<file path="config.mk">
export PLATFORM = sky130hd
export DESIGN_NAME = decode
export DESIGN_NICKNAME = d
export VERILOG_FILES = /design/src/hdl/cpu_pkg.sv /design/src/hdl/decode.sv
export VERILOG_INCLUDE_DIRS = /design/src /design/src/hdl
export SDC_FILE = /design/constraint.sdc
export NUM_CORES = 1
export LEC_CHECK = 0
export ABC_AREA = 1
export BUFFER_PORTS_ARGS = -buffer_cell sky130_fd_sc_hd__buf_2
export CORE_MARGIN = 10
export CORE_UTILIZATION = 40
export DETAILED_ROUTE_END_ITERATION = 12
export PLACE_DENSITY_LB_ADDON = 0.1
export SLEW_MARGIN = 20
export SYNTH_ARGS = -nofsm -noshare
export SYNTH_HDL_FRONTEND = slang
export SYNTH_SLANG_ARGS = --single-unit
</file>
<file path="constraint.sdc">
create_clock -name clock -period 0.8 [get_ports clock]
set_input_delay 0.16 -clock clock [delete_from_list [all_inputs] [get_ports clock]]
set_output_delay 0.16 -clock clock [all_outputs]
set_load 0.03 [all_outputs]
</file>
<file path="src/hdl/cpu_consts.svh">
`ifndef CPU_CONSTS_SVH
`define CPU_CONSTS_SVH

// Data path and address width
`define XLEN 32

// Register index width, 32 registers
`define REG_ADDR_W 5

// Memory depths in words
`define ROM_WORDS 256
`define RAM_WORDS 256

`define RESET_PC 32'h0000_0000

// addi x0, x0, 0
`define NOP_INSTR 32'h0000_0013

`endif

</file>
<file path="src/hdl/cpu_pkg.sv">
`default_nettype none

`include "cpu_consts.svh"

package cpu_pkg;

    // Major opcodes of the supported RV32I subset
    typedef enum logic [6:0] {
        OPC_OP     = 7'b0110011,
        OPC_OP_IMM = 7'b0010011,
        OPC_LUI    = 7'b0110111,
        OPC_LOAD   = 7'b0000011,
        OPC_STORE  = 7'b0100011,
        OPC_BRANCH = 7'b1100011
    } opcode_e;

    typedef enum logic [3:0] {
        ALU_ADD    = 4'd0,
        ALU_SUB    = 4'd1,
        ALU_AND    = 4'd2,
        ALU_OR     = 4'd3,
        ALU_XOR    = 4'd4,
        ALU_SLT    = 4'd5,
        ALU_PASS_B = 4'd6 // LUI
    } alu_op_e;

    typedef struct packed {
        logic             valid;
        logic [`XLEN-1:0] pc;
        logic [`XLEN-1:0] instr;
    } if_id_t;

    typedef struct packed {
        logic                  valid;
        logic [`XLEN-1:0]      pc;
        logic [`XLEN-1:0]      rs1_value;
        logic [`XLEN-1:0]      rs2_value;
        logic [`XLEN-1:0]      imm;
        alu_op_e               alu_op;
        logic                  alu_src_imm;
        logic                  branch;
        logic                  branch_ne;  // BNE when set, BEQ otherwise
        logic                  mem_read;
        logic                  mem_write;
        logic                  reg_write;
        logic [`REG_ADDR_W-1:0] rd;
    } id_ex_t;

    typedef struct packed {
        logic                   valid;
        logic [`XLEN-1:0]       result;     // ALU result or memory address
        logic [`XLEN-1:0]       store_data;
        logic                   mem_read;
        logic                   mem_write;
        logic                   reg_write;
        logic [`REG_ADDR_W-1:0] rd;
    } ex_mem_t;

    typedef struct packed {
        logic                   valid;
        logic [`XLEN-1:0]       result;
        logic [`XLEN-1:0]       load_data;
        logic                   mem_to_reg;
        logic                   reg_write;
        logic [`REG_ADDR_W-1:0] rd;
    } mem_wb_t;

endpackage

`default_nettype wire

</file>
<file path="src/hdl/decode.sv">
`timescale 1ns/1ps
`default_nettype none

`include "cpu_consts.svh"

module decode (
    input  logic                   clock,
    input  logic                   arst_n,
    input  logic                   enable,
    input  logic                   flush,
    input  cpu_pkg::if_id_t        if_id,
    output logic [`REG_ADDR_W-1:0] rs1,
    output logic [`REG_ADDR_W-1:0] rs2,
    input  logic [`XLEN-1:0]       rs1_value,
    input  logic [`XLEN-1:0]       rs2_value,
    output cpu_pkg::id_ex_t        id_ex
);
    import cpu_pkg::*;

    logic [`XLEN-1:0] instr;
    logic [2:0]       funct3;
    logic [6:0]       funct7;
    logic [`XLEN-1:0] imm_i;
    logic [`XLEN-1:0] imm_s;
    logic [`XLEN-1:0] imm_b;
    logic [`XLEN-1:0] imm_u;
    logic             legal;
    id_ex_t           dec;

    assign instr  = if_id.instr;
    assign funct3 = instr[14:12];
    assign funct7 = instr[31:25];
    assign rs1    = instr[19:15];
    assign rs2    = instr[24:20];

    assign imm_i = {{(`XLEN-12){instr[31]}}, instr[31:20]};
    assign imm_s = {{(`XLEN-12){instr[31]}}, instr[31:25], instr[11:7]};
    assign imm_b = {{(`XLEN-13){instr[31]}}, instr[31], instr[7], instr[30:25],
                    instr[11:8], 1'b0};
    assign imm_u = {instr[31:12], 12'b0};

    always_comb begin
        dec           = '0;
        legal         = 1'b0;
        dec.pc        = if_id.pc;
        dec.rs1_value = rs1_value;
        dec.rs2_value = rs2_value;
        dec.rd        = instr[11:7];
        dec.alu_op    = ALU_ADD;
        case (opcode_e'(instr[6:0]))
            OPC_OP: begin
                dec.reg_write = 1'b1;
                legal         = (funct7 == 7'b0000000);
                case (funct3)
                    3'b000: begin
                        if (funct7 == 7'b0100000) begin
                            legal      = 1'b1;
                            dec.alu_op = ALU_SUB;
                        end
                    end
                    3'b010:  dec.alu_op = ALU_SLT;
                    3'b100:  dec.alu_op = ALU_XOR;
                    3'b110:  dec.alu_op = ALU_OR;
                    3'b111:  dec.alu_op = ALU_AND;
                    default: legal = 1'b0; // Shifts and SLTU
                endcase
            end
            OPC_OP_IMM: begin
                legal           = (funct3 == 3'b000); // ADDI only
                dec.imm         = imm_i;
                dec.alu_src_imm = 1'b1;
                dec.reg_write   = 1'b1;
            end
            OPC_LUI: begin
                legal           = 1'b1;
                dec.imm         = imm_u;
                dec.alu_op      = ALU_PASS_B;
                dec.alu_src_imm = 1'b1;
                dec.reg_write   = 1'b1;
            end
            OPC_LOAD: begin
                legal           = (funct3 == 3'b010); // LW
                dec.imm         = imm_i;
                dec.alu_src_imm = 1'b1;
                dec.mem_read    = 1'b1;
                dec.reg_write   = 1'b1;
            end
            OPC_STORE: begin
                legal           = (funct3 == 3'b010); // SW
                dec.imm         = imm_s;
                dec.alu_src_imm = 1'b1;
                dec.mem_write   = 1'b1;
            end
            OPC_BRANCH: begin
                legal         = (funct3[2:1] == 2'b00); // BEQ, BNE
                dec.imm       = imm_b;
                dec.branch    = 1'b1;
                dec.branch_ne = funct3[0];
            end
            default: legal = 1'b0;
        endcase
        dec.reg_write = dec.reg_write && (dec.rd != '0); // x0 writes dropped here
        dec.valid     = if_id.valid && legal;
    end

    always_ff @(posedge clock or negedge arst_n) begin
        if (!arst_n) begin
            id_ex <= '0;
        end else if (enable) begin
            id_ex <= dec;
            if (flush) begin
                id_ex.valid <= 1'b0; // Branch shadow
            end
        end
    end

endmodule

`default_nettype wire

</file>
==> results.json, run 1 <==
{
  "fmax_ghz": 0.8641,
  "yosys_warnings": 0,
  "hold_viol": 0,
  "cp_slowest_stage_delay_ns": 0.42,
  "dp_hpwl_um": 15710,
  "place_congestion": 0.9050,
  "largest_reg_flops": 143,
  "crit_fanout": 2,
  "dieWidth_um": 141.9,
  "placed_area_um2": 8043,
  "ant_nets": 0,
  "violations": "setup timing",
  "cts_tree": "done",
  "drive_above_1_share_pct": 38.58,
  "die-area_um2": 20140,
  "critPathLaunchType": "flop",
  "end_kind": "output pin",
  "synthToLayoutAreaGrowth_pct": 88.66,
  "vias": 6544,
  "nets": 1328,
  "status": "complete, but fails checks",
  "p_total_w": 0.02184,
  "ctsHtreeMaxLevel": 4,
  "syn-mean-instance-area_um2": 8.191,
  "fp.dieH_um": 141.9,
  "coreArea_um2": 14530,
  "route.detailed.drc": 0,
  "setup_viol": 151,
  "port_buffers": 285,
  "viasPerCell": 4.688,
  "syn_area_um2": 5947,
  "clockRootBuffer": "clkbuf_16",
  "top_register": "id_ex",
  "grt_pass1_wl_um": 36310,
  "hold_class": "in -> reg",
  "clkTransAtPathRegs_ns": 0.06,
  "clk_path_buf_depth": 2,
  "cp_cell_sequence": "buf_6",
  "syn_inst": 726,
  "reg_top3": "id_ex x143",
  "yosysUniqueCellTypes": 21,
  "drv_slew": 0,
  "drv_cap": 0,
  "detail_route.iter0.violations": 348,
  "grt_max_degree": 39,
  "leakage_nw": 6.163,
  "ir_worst_vdd_mv": 1.357,
  "cp_num_buf_inv": 1,
  "cts.sinks": 143,
  "critPathSlowestCell": "dfrtp_1",
  "required_ns": 0.64,
  "antenna_found_initial": 1,
  "num_rows": 44,
  "cp_top_family": "flip-flops",
  "fin_crit_ns": 1.157,
  "insertion_delay_ns": 0.41,
  "fin_crit_sh_pct": 144.7,
  "power.density_nw_per_um2": 1946,
  "rsz0062_at_grt": "true",
  "setup_ws_ns": -0.3573,
  "r2r_setup_slack_ns": -0.05,
  "fin_util_pct": 77.20,
  "grt_usage_pct": 22.72,
  "ys_seq_area_share_pct": 60.17,
  "start_util_pct": 40.92,
  "post_drt_wl_per_cell_um": 17.34,
  "globalRouteOverflowTotal": 0,
  "critPathKind": "reg -> out",
  "stdcell_area_um2": 11220,
  "syn_nets": 859,
  "wl_um": 24210,
  "fin_skew_ns": 0,
  "top_level_ports": 287,
  "ys_ff_latch": 143,
  "crit_arrival_ns": 1.00,
  "first_global_vias": 6749,
  "cts_made_buffers": 17,
  "fin_tns_setup_ns": -45.53,
  "drt-pass1-iter-count": 4
}
## power breakdown
part	internal (W)	switching (W)	total (W)
clock network	0.00597	0.00302	0.00898
logic	0.00221	0.00253	0.00475
registers	0.00773	0.000380	0.00811
## repair_timing
action,CTS,global route
endpoints found under the hold margin,240,0
pin swaps,0,19
hold buffers,98,0
setup buffers,20,35
gates cloned,0,3
resized for setup,286,49
setup endpoints to repair,143,174
## routing by layer
layer,vias up,part of all wire [%],track usage (%)
met3,51,8.6,7.911
met1,3082,39,26.48
met2,270,49,37.68
met4,2,2.8,8.822
li1,3139,-,-
met5,-,0.045,0
## final timing paths
kind                                        start                endpoint  depth (start not counted)
min in group asynchronous                  arst_n  id_ex[103]$_DFFE_PN0P_                          2
max reg2reg                  id_ex[7]$_DFFE_PN0P_    id_ex[7]$_DFFE_PN0P_                          4
max in group asynchronous                  arst_n   id_ex[16]$_DFFE_PN0P_                          3
max                        id_ex[114]$_DFFE_PN0P_              id_ex[114]                          1
min                                     if_id[25]   id_ex[20]$_DFFE_PN0P_                          3
min reg2reg                 id_ex[81]$_DFFE_PN0P_   id_ex[81]$_DFFE_PN0P_                          2
## per-stage QoR
stage / hold WS (ns) / cells / setup WS [ns]
after floorplan: -0.1356 / 726 / -0.2649
after global placement: 0.04931 / 1204 / -0.3773
after detailed placement: 0.04917 / 1204 / -0.4077
after CTS: 0.003385 / 1354 / -0.3798
after global routing: 0.02771 / 1392 / -0.3859
final: 0.02619 / 1396 / -0.3573
## cell type report
cell class	instances	area (um^2)
repair buffers	495	4388
diodes	4	10.01
clock buffers	24	501.7
clock inverters	8	173.9
flip-flops and latches	143	3578
multi-input cells	504	2167
fillers	923	3314
inverters	34	170.2
well taps	184	230.2
## synthesized netlist by cell type
master	count	area share (%)
a21oi_1	5	0.42
buf_1	10	0.63
buf_2	5	0.42
buf_4	11	1.4
buf_6	1	0.19
clkbuf_1	18	1.1
conb_1	1	0.063
dfrtp_1	143	60
inv_1	31	2.0
inv_2	3	0.19
nand2_1	400	25
nand2_2	1	0.11
nand3_1	10	0.84
nand4_1	3	0.32
nor2_1	40	2.5
nor2_4	2	0.38
nor3_1	4	0.34
o21ai_0	20	1.7
o21ai_1	10	0.84
o21ai_4	1	0.27
o31ai_1	7	0.88
## cells in the final DEF, fill, tap and decap left out, types with 2 or more instances in the layout
cell             n
o31ai_2          2
o31ai_1          5
nor3_2           3
bufinv_16        5
nand2_4          2
clkinvlp_4       2
diode_2          4
inv_1           29
o21ai_2         10
buf_12          13
inv_4            2
dfrtp_1        143
dlygate4sd3_1   98
clkbuf_16       19
inv_12           3
o21ai_1          9
clkbuf_8         5
buf_2          135
nand4_1          3
nand2_1        392
nor2_4           5
nand2_2          6
a21oi_1          3
buf_4           97
a21oi_2          2
nand3_1         10
o21ai_0         11
nor2_1          36
buf_6          149
clkbuf_1         2
## cell families after synthesis
kind of cell    Yosys count  synth area share, %
flops                   143                60.17
buf+inv                  79                5.912
other cells               1              0.06306
compound gates           43                4.103
simple gates            460                29.75
Power figures use the tool's default switching activity.
==> inputs of run 2 (changes only) <==
--- a/config.mk
+++ b/config.mk
@@ -10,6 +10,7 @@
 export BUFFER_PORTS_ARGS = -buffer_cell sky130_fd_sc_hd__buf_2
 export CORE_MARGIN = 10
 export CORE_UTILIZATION = 40
+export CTS_BUF_LIST = sky130_fd_sc_hd__clkbuf_8
 export DETAILED_ROUTE_END_ITERATION = 12
 export PLACE_DENSITY_LB_ADDON = 0.1
 export SLEW_MARGIN = 20
==> run 2 against run 1 <==
Compared with the run above: the flow still finishes with violations (setup timing); critical path depth did not move; sequential power barely moved; first-iteration DRC count fell by 28%; largest power group is now registers; sequential share of layout area rose by 0.96 points; via count fell by 1.5%; clock power fell by 24%; worst setup slack got worse by 0.029 ns; final area fell by 2.9%; die area did not move; final cell count fell by 0.21%.
==> results.json, run 2 (synthesized netlist as in run 1, its figures left out) <==
{
  "status": "complete, but fails checks",
  "violations": "setup timing",
  "fin_crit_sh_pct": 148.2,
  "ant_nets": 0,
  "hold_class": "in -> reg",
  "seq_area_um2": 3578,
  "fin_skew_ns": 0,
  "place_congestion": 0.9050,
  "rsz0062_at_grt": "true",
  "cp_top_family": "flip-flops",
  "clkTransAtPathRegs_ns": 0.08,
  "synthToLayoutAreaGrowth_pct": 83.13,
  "antenna_found_initial": 1,
  "top_level_ports": 287,
  "leakage_nw": 6.033,
  "route.detailed.drc": 0,
  "place_ws_ns": -0.4077,
  "fp.dieH_um": 141.9,
  "cp_slowest_stage_delay_ns": 0.43,
  "reg_top3": "id_ex x143",
  "nets": 1327,
  "r2r_setup_slack_ns": -0.08,
  "grt_usage_pct": 22.40,
  "crit_end": "id_ex[53]",
  "clk_path_buf_depth": 2,
  "largest_reg_flops": 143,
  "first_global_vias": 6806,
  "die-area_um2": 20140,
  "dp_hpwl_um": 15710,
  "crit_arrival_ns": 1.03,
  "placed_area_um2": 8043,
  "required_ns": 0.64,
  "reg2reg_to": "id_ex[12]$_DFFE_PN0P_",
  "post_drt_wl_per_cell_um": 17.03,
  "fin_crit_ns": 1.186,
  "viasPerCell": 4.630,
  "cp_cell_sequence": "buf_6",
  "setup_viol": 149,
  "final_common_cell": "nand2_1",
  "grt_pass1_wl_um": 36010,
  "setup_ws_ns": -0.3859,
  "drv_slew": 0,
  "grt_max_degree": 39,
  "fin_util_pct": 74.93,
  "critPathSlowestCell": "dfrtp_1",
  "top_register": "id_ex",
  "end_kind": "output pin",
  "start_util_pct": 40.92,
  "grt.busiest_layer": "met2",
  "detail_route.iter0.violations": 251,
  "clockRootBuffer": "clkbuf_8",
  "crit_start": "id_ex[53]$_DFFE_PN0P_",
  "r2r-start": "id_ex[12]$_DFFE_PN0P_",
  "hold_viol": 0,
  "met3_usage_pct": 8.111,
  "num_rows": 44,
  "drive_above_1_share_pct": 37.28,
  "critPathLaunchType": "flop",
  "coreArea_um2": 14530,
  "wl_um": 23720,
  "crit_fanout": 2,
  "cts_made_buffers": 17,
  "ctsHtreeMaxLevel": 4,
  "layout_common_cells": "392 x nand2_1, 146 x buf_6, 143 x dfrtp_1",
  "cp_num_cells": 1,
  "globalRouteOverflowTotal": 0,
  "grt_util_met1_pct": 25.96,
  "cts_tree": "done",
  "ir_worst_vdd_mv": 1.390,
  "grtUsageMet2_pct": 37.09,
  "dieWidth_um": 141.9,
  "drv_cap": 0,
  "cts.sinks": 143,
  "fmax_ghz": 0.8432,
  "multiInputGateArea_um2": 2106,
  "vias": 6449,
  "power.density_nw_per_um2": 1804,
  "r2r_cells": 4,
  "drt-pass1-iter-count": 4,
  "critPathKind": "reg -> out",
  "port_buffers": 285,
  "fillers": 1006,
  "insertion_delay_ns": 0.43,
  "cp_num_buf_inv": 1,
  "stdcell_area_um2": 10890,
  "hold_slack_ns": 0.04288
}
## run 2: cell types whose count changed in the layout (fill, tap and decap cells not counted), moves of 3 or more
cell           previous run  this run
inv_2                     0         3
o21ai_0                  11        16
o21ai_2                  10         0
buf_6                   149       146
clkbuf_8                  5        22
buf_2                   135       139
buf_4                    97        93
o21ai_1                   9        14
dlygate4sd3_1            98       103
clkbuf_16                19         0
## run 2: final cells by class
cell class / instances / area share, %
antenna: 2 / 0.04596
clock buffer: 22 / 2.780
clock inverter: 10 / 1.666
inverter: 34 / 1.563
multi-input combinational: 504 / 19.34
sequential: 143 / 32.86
tap: 184 / 2.114
timing repair buffer: 494 / 39.64
## run 2: worst register-to-register path: cells and delay by family, from the launching register on
kind	cells	cell delay [ns]
AOI/OAI and AO/OA	1	0.04
buffers and inverters	2	0.25
DFF	1	0.41
and+or+nand+nor	1	0.06
## run 2: how the worst min path moves through the flow
| stage | startpoint | cells after the start | end |
|---|---|---|---|
| final | if_id[7] | 3 | id_ex[0]$_DFFE_PN0P_ |
| after global placement | arst_n | 1 | id_ex[103]$_DFFE_PN0P_ |
| after global routing | if_id[7] | 3 | id_ex[0]$_DFFE_PN0P_ |
| after floorplan | arst_n | 0 | id_ex[0]$_DFFE_PN0P_ |
| after CTS | if_id[31] | 3 | id_ex[46]$_DFFE_PN0P_ |
| after detailed placement | arst_n | 1 | id_ex[103]$_DFFE_PN0P_ |
## run 2: what timing repair did
action | in CTS | in global routing
hold buffers | 102 | 3
endpoints found under the hold margin | 244 | 3
pin swaps | 0 | 5
gates resized for setup | 286 | 18
buffers inserted | 20 | 32
setup endpoints to repair | 143 | 161
## run 2: power breakdown
part / switching (W) / leakage [nW] / internal [W]
combinational: 0.00251 / 3.98 / 0.00218
sequential: 0.000383 / 1.81 / 0.00771
clock: 0.00274 / 0.244 / 0.00413
total: 0.00563 / 6.03 / 0.0140
## run 2: per-stage QoR
step	std cells	TNS [ns]	total power, W
floorplan	726	-5.418	0.009994
global placement	1204	-27.00	0.01146
detailed placement	1204	-27.58	0.01150
CTS	1358	-52.51	0.01951
global route	1391	-56.40	0.02043
finish	1393	-49.04	0.01965
## run 2: layer usage
layer,vias to the layer above,routed length (um)
li1,3130,-
met1,3012,9292
met2,260,11650
met3,45,2091
met4,2,675
met5,-,11
==> inputs of run 3 (changes only) <==
--- a/config.mk
+++ b/config.mk
@@ -13,6 +13,7 @@
 export CTS_BUF_LIST = sky130_fd_sc_hd__clkbuf_8
 export DETAILED_ROUTE_END_ITERATION = 12
 export PLACE_DENSITY_LB_ADDON = 0.1
+export REMOVE_ABC_BUFFERS = 1
 export SLEW_MARGIN = 20
 export SYNTH_ARGS = -nofsm -noshare
 export SYNTH_HDL_FRONTEND = slang
==> run 3 against run 2 <==
Compared with the run above: the run still ends with setup timing left; total power fell by 3.5%; count of clock-buffer cells in the layout fell by 2; worst setup slack improved by 0.0047 ns.
==> results.json, run 3 (synthesized netlist as in run 1, its figures left out) <==
{
  "status": "complete, but fails checks",
  "violations": "setup timing",
  "fin_tns_setup_ns": -49.92,
  "crit_arrival_ns": 1.02,
  "detail_route.iter0.violations": 286,
  "grt_usage_pct": 21.92,
  "grt_pass1_wl_um": 35460,
  "vias": 6580,
  "cp_cell_sequence": "buf_6",
  "first_global_vias": 6648,
  "setup_viol": 156,
  "seq_area_um2": 3578,
  "r2r_cells": 4,
  "final_common_cell": "nand2_1",
  "setup_ws_ns": -0.3812,
  "hold_viol": 0,
  "crit_start": "id_ex[134]$_DFFE_PN0P_",
  "route.detailed.drc": 0,
  "die-area_um2": 20140,
  "port_buffers": 285,
  "globalRouteOverflowTotal": 0,
  "cts_made_buffers": 17,
  "dp_cells": 1201,
  "fp.dieH_um": 141.9,
  "reg2reg_to": "id_ex[65]$_DFFE_PN0P_",
  "ctsHtreeMaxLevel": 4,
  "clockRootBuffer": "clkbuf_8",
  "fin_crit_sh_pct": 147.6,
  "insertion_delay_ns": 0.44,
  "dieWidth_um": 141.9,
  "crit_end": "id_ex[134]",
  "ir_worst_vdd_mv": 1.131,
  "cp_slowest_stage_delay_ns": 0.42,
  "fin_util_pct": 75.30,
  "multiInputGateArea_um2": 2076,
  "viasPerCell": 4.647,
  "cts_tree": "done",
  "nets": 1349,
  "wl_um": 23860,
  "leakage_nw": 6.112,
  "stdcell_count": 1416,
  "fillers": 984,
  "largest_reg_flops": 143,
  "top_register": "id_ex",
  "rsz0062_at_grt": "true",
  "r2r_setup_slack_ns": -0.10,
  "cp_num_cells": 1,
  "cp_num_buf_inv": 1,
  "fmax_ghz": 0.8466,
  "drive_above_1_share_pct": 38.32,
  "fin_crit_ns": 1.181,
  "end_kind": "output pin",
  "dp_hpwl_um": 14780,
  "critPathKind": "reg -> out",
  "drv_cap": 0,
  "power.density_nw_per_um2": 1733,
  "drt-pass1-iter-count": 5,
  "critPathSlowestCell": "dfrtp_1",
  "reg_top3": "id_ex x143",
  "r2r-start": "id_ex[65]$_DFFE_PN0P_",
  "clkTransAtPathRegs_ns": 0.08,
  "crit_fanout": 2,
  "layout_common_cells": "389 x nand2_1, 152 x buf_6, 143 x dfrtp_1",
  "fin_skew_ns": 0,
  "clk_path_buf_depth": 2,
  "critPathLaunchType": "flop",
  "p_total_w": 0.01896,
  "drv_slew": 0,
  "ant_nets": 0,
  "place_congestion": 0.7775,
  "synthToLayoutAreaGrowth_pct": 84.03,
  "hold_class": "in -> reg",
  "coreArea_um2": 14530,
  "start_util_pct": 40.92,
  "grt_max_degree": 41,
  "post_drt_wl_per_cell_um": 16.85,
  "hold_slack_ns": 0.05015,
  "cts.sinks": 143,
  "required_ns": 0.64,
  "antenna_found_initial": 2,
  "cp_top_family": "flip-flops",
  "top_level_ports": 287,
  "num_rows": 44
}
-- run 3: changes by cell type in the layout (fill, tap and decap cells not counted), moves of 3 or more --
cell	delta
buf_4	+18
buf_6	+6
inv_12	-3
inv_2	+4
nand2_1	-3
nand2_2	+5
nor2_4	-3
nor3_1	+3
nor3_2	-3
-- run 3: area by class of cell --
| class | count | share of cell area, % |
|---|---|---|
| flip-flops and latches | 143 | 32.70 |
| clock buffers | 20 | 2.515 |
| multi-input cells | 504 | 18.97 |
| clock inverters | 12 | 1.303 |
| well taps | 184 | 2.104 |
| repair buffers | 516 | 41.16 |
| diodes | 3 | 0.06860 |
| inverters | 34 | 1.189 |
-- run 3: metrics by stage --
step | instance area, um^2 | setup slack, ns
2_1_floorplan | 5723 | -0.9125
3_3_place_gp | 7911 | -0.5294
3_5_place_dp | 7911 | -0.5638
4_1_cts | 10490 | -0.3933
5_1_grt | 10940 | -0.4186
6_report | 10940 | -0.3812
-- run 3: where the power goes --
part / internal, W / switching, W / leakage (nW)
Clock: 0.00330 / 0.00279 / 0.215
Combinational: 0.00227 / 0.00252 / 4.09
Sequential: 0.00771 / 0.000379 / 1.81
-- run 3: worst min path at each step --
stage | cells past startpoint | endpoint | start | slack [ns]
final | 3 | id_ex[17]$_DFFE_PN0P_ | if_id[22] | 0.05
after global routing | 5 | id_ex[31]$_DFFE_PN0P_ | if_id[16] | 0.06
after CTS | 3 | id_ex[17]$_DFFE_PN0P_ | if_id[22] | 0.04
after detailed placement | 1 | id_ex[110]$_DFFE_PN0P_ | arst_n | -0.02
after global placement | 1 | id_ex[110]$_DFFE_PN0P_ | arst_n | -0.02
after floorplan | 0 | id_ex[0]$_DFFE_PN0P_ | arst_n | -0.14
-- run 3: repair_timing --
action                                  CTS  global route
endpoints found under the setup margin  162           162
gates resized for setup                 286            39
hold buffers                            105             0
setup buffers                            29            49
pin swaps                                 1             8
hold endpoints to repair                247             0
-- run 3: per-layer routing --
| metal | GRT usage (%) | up-vias | wire length, um |
|---|---|---|---|
| met5 | 0 | - | 0 |
| met4 | 9.037 | 0 | 619 |
| met3 | 7.143 | 40 | 1833 |
| met2 | 37.29 | 249 | 12230 |
| met1 | 24.84 | 3111 | 9179 |
| li1 | - | 3180 | - |
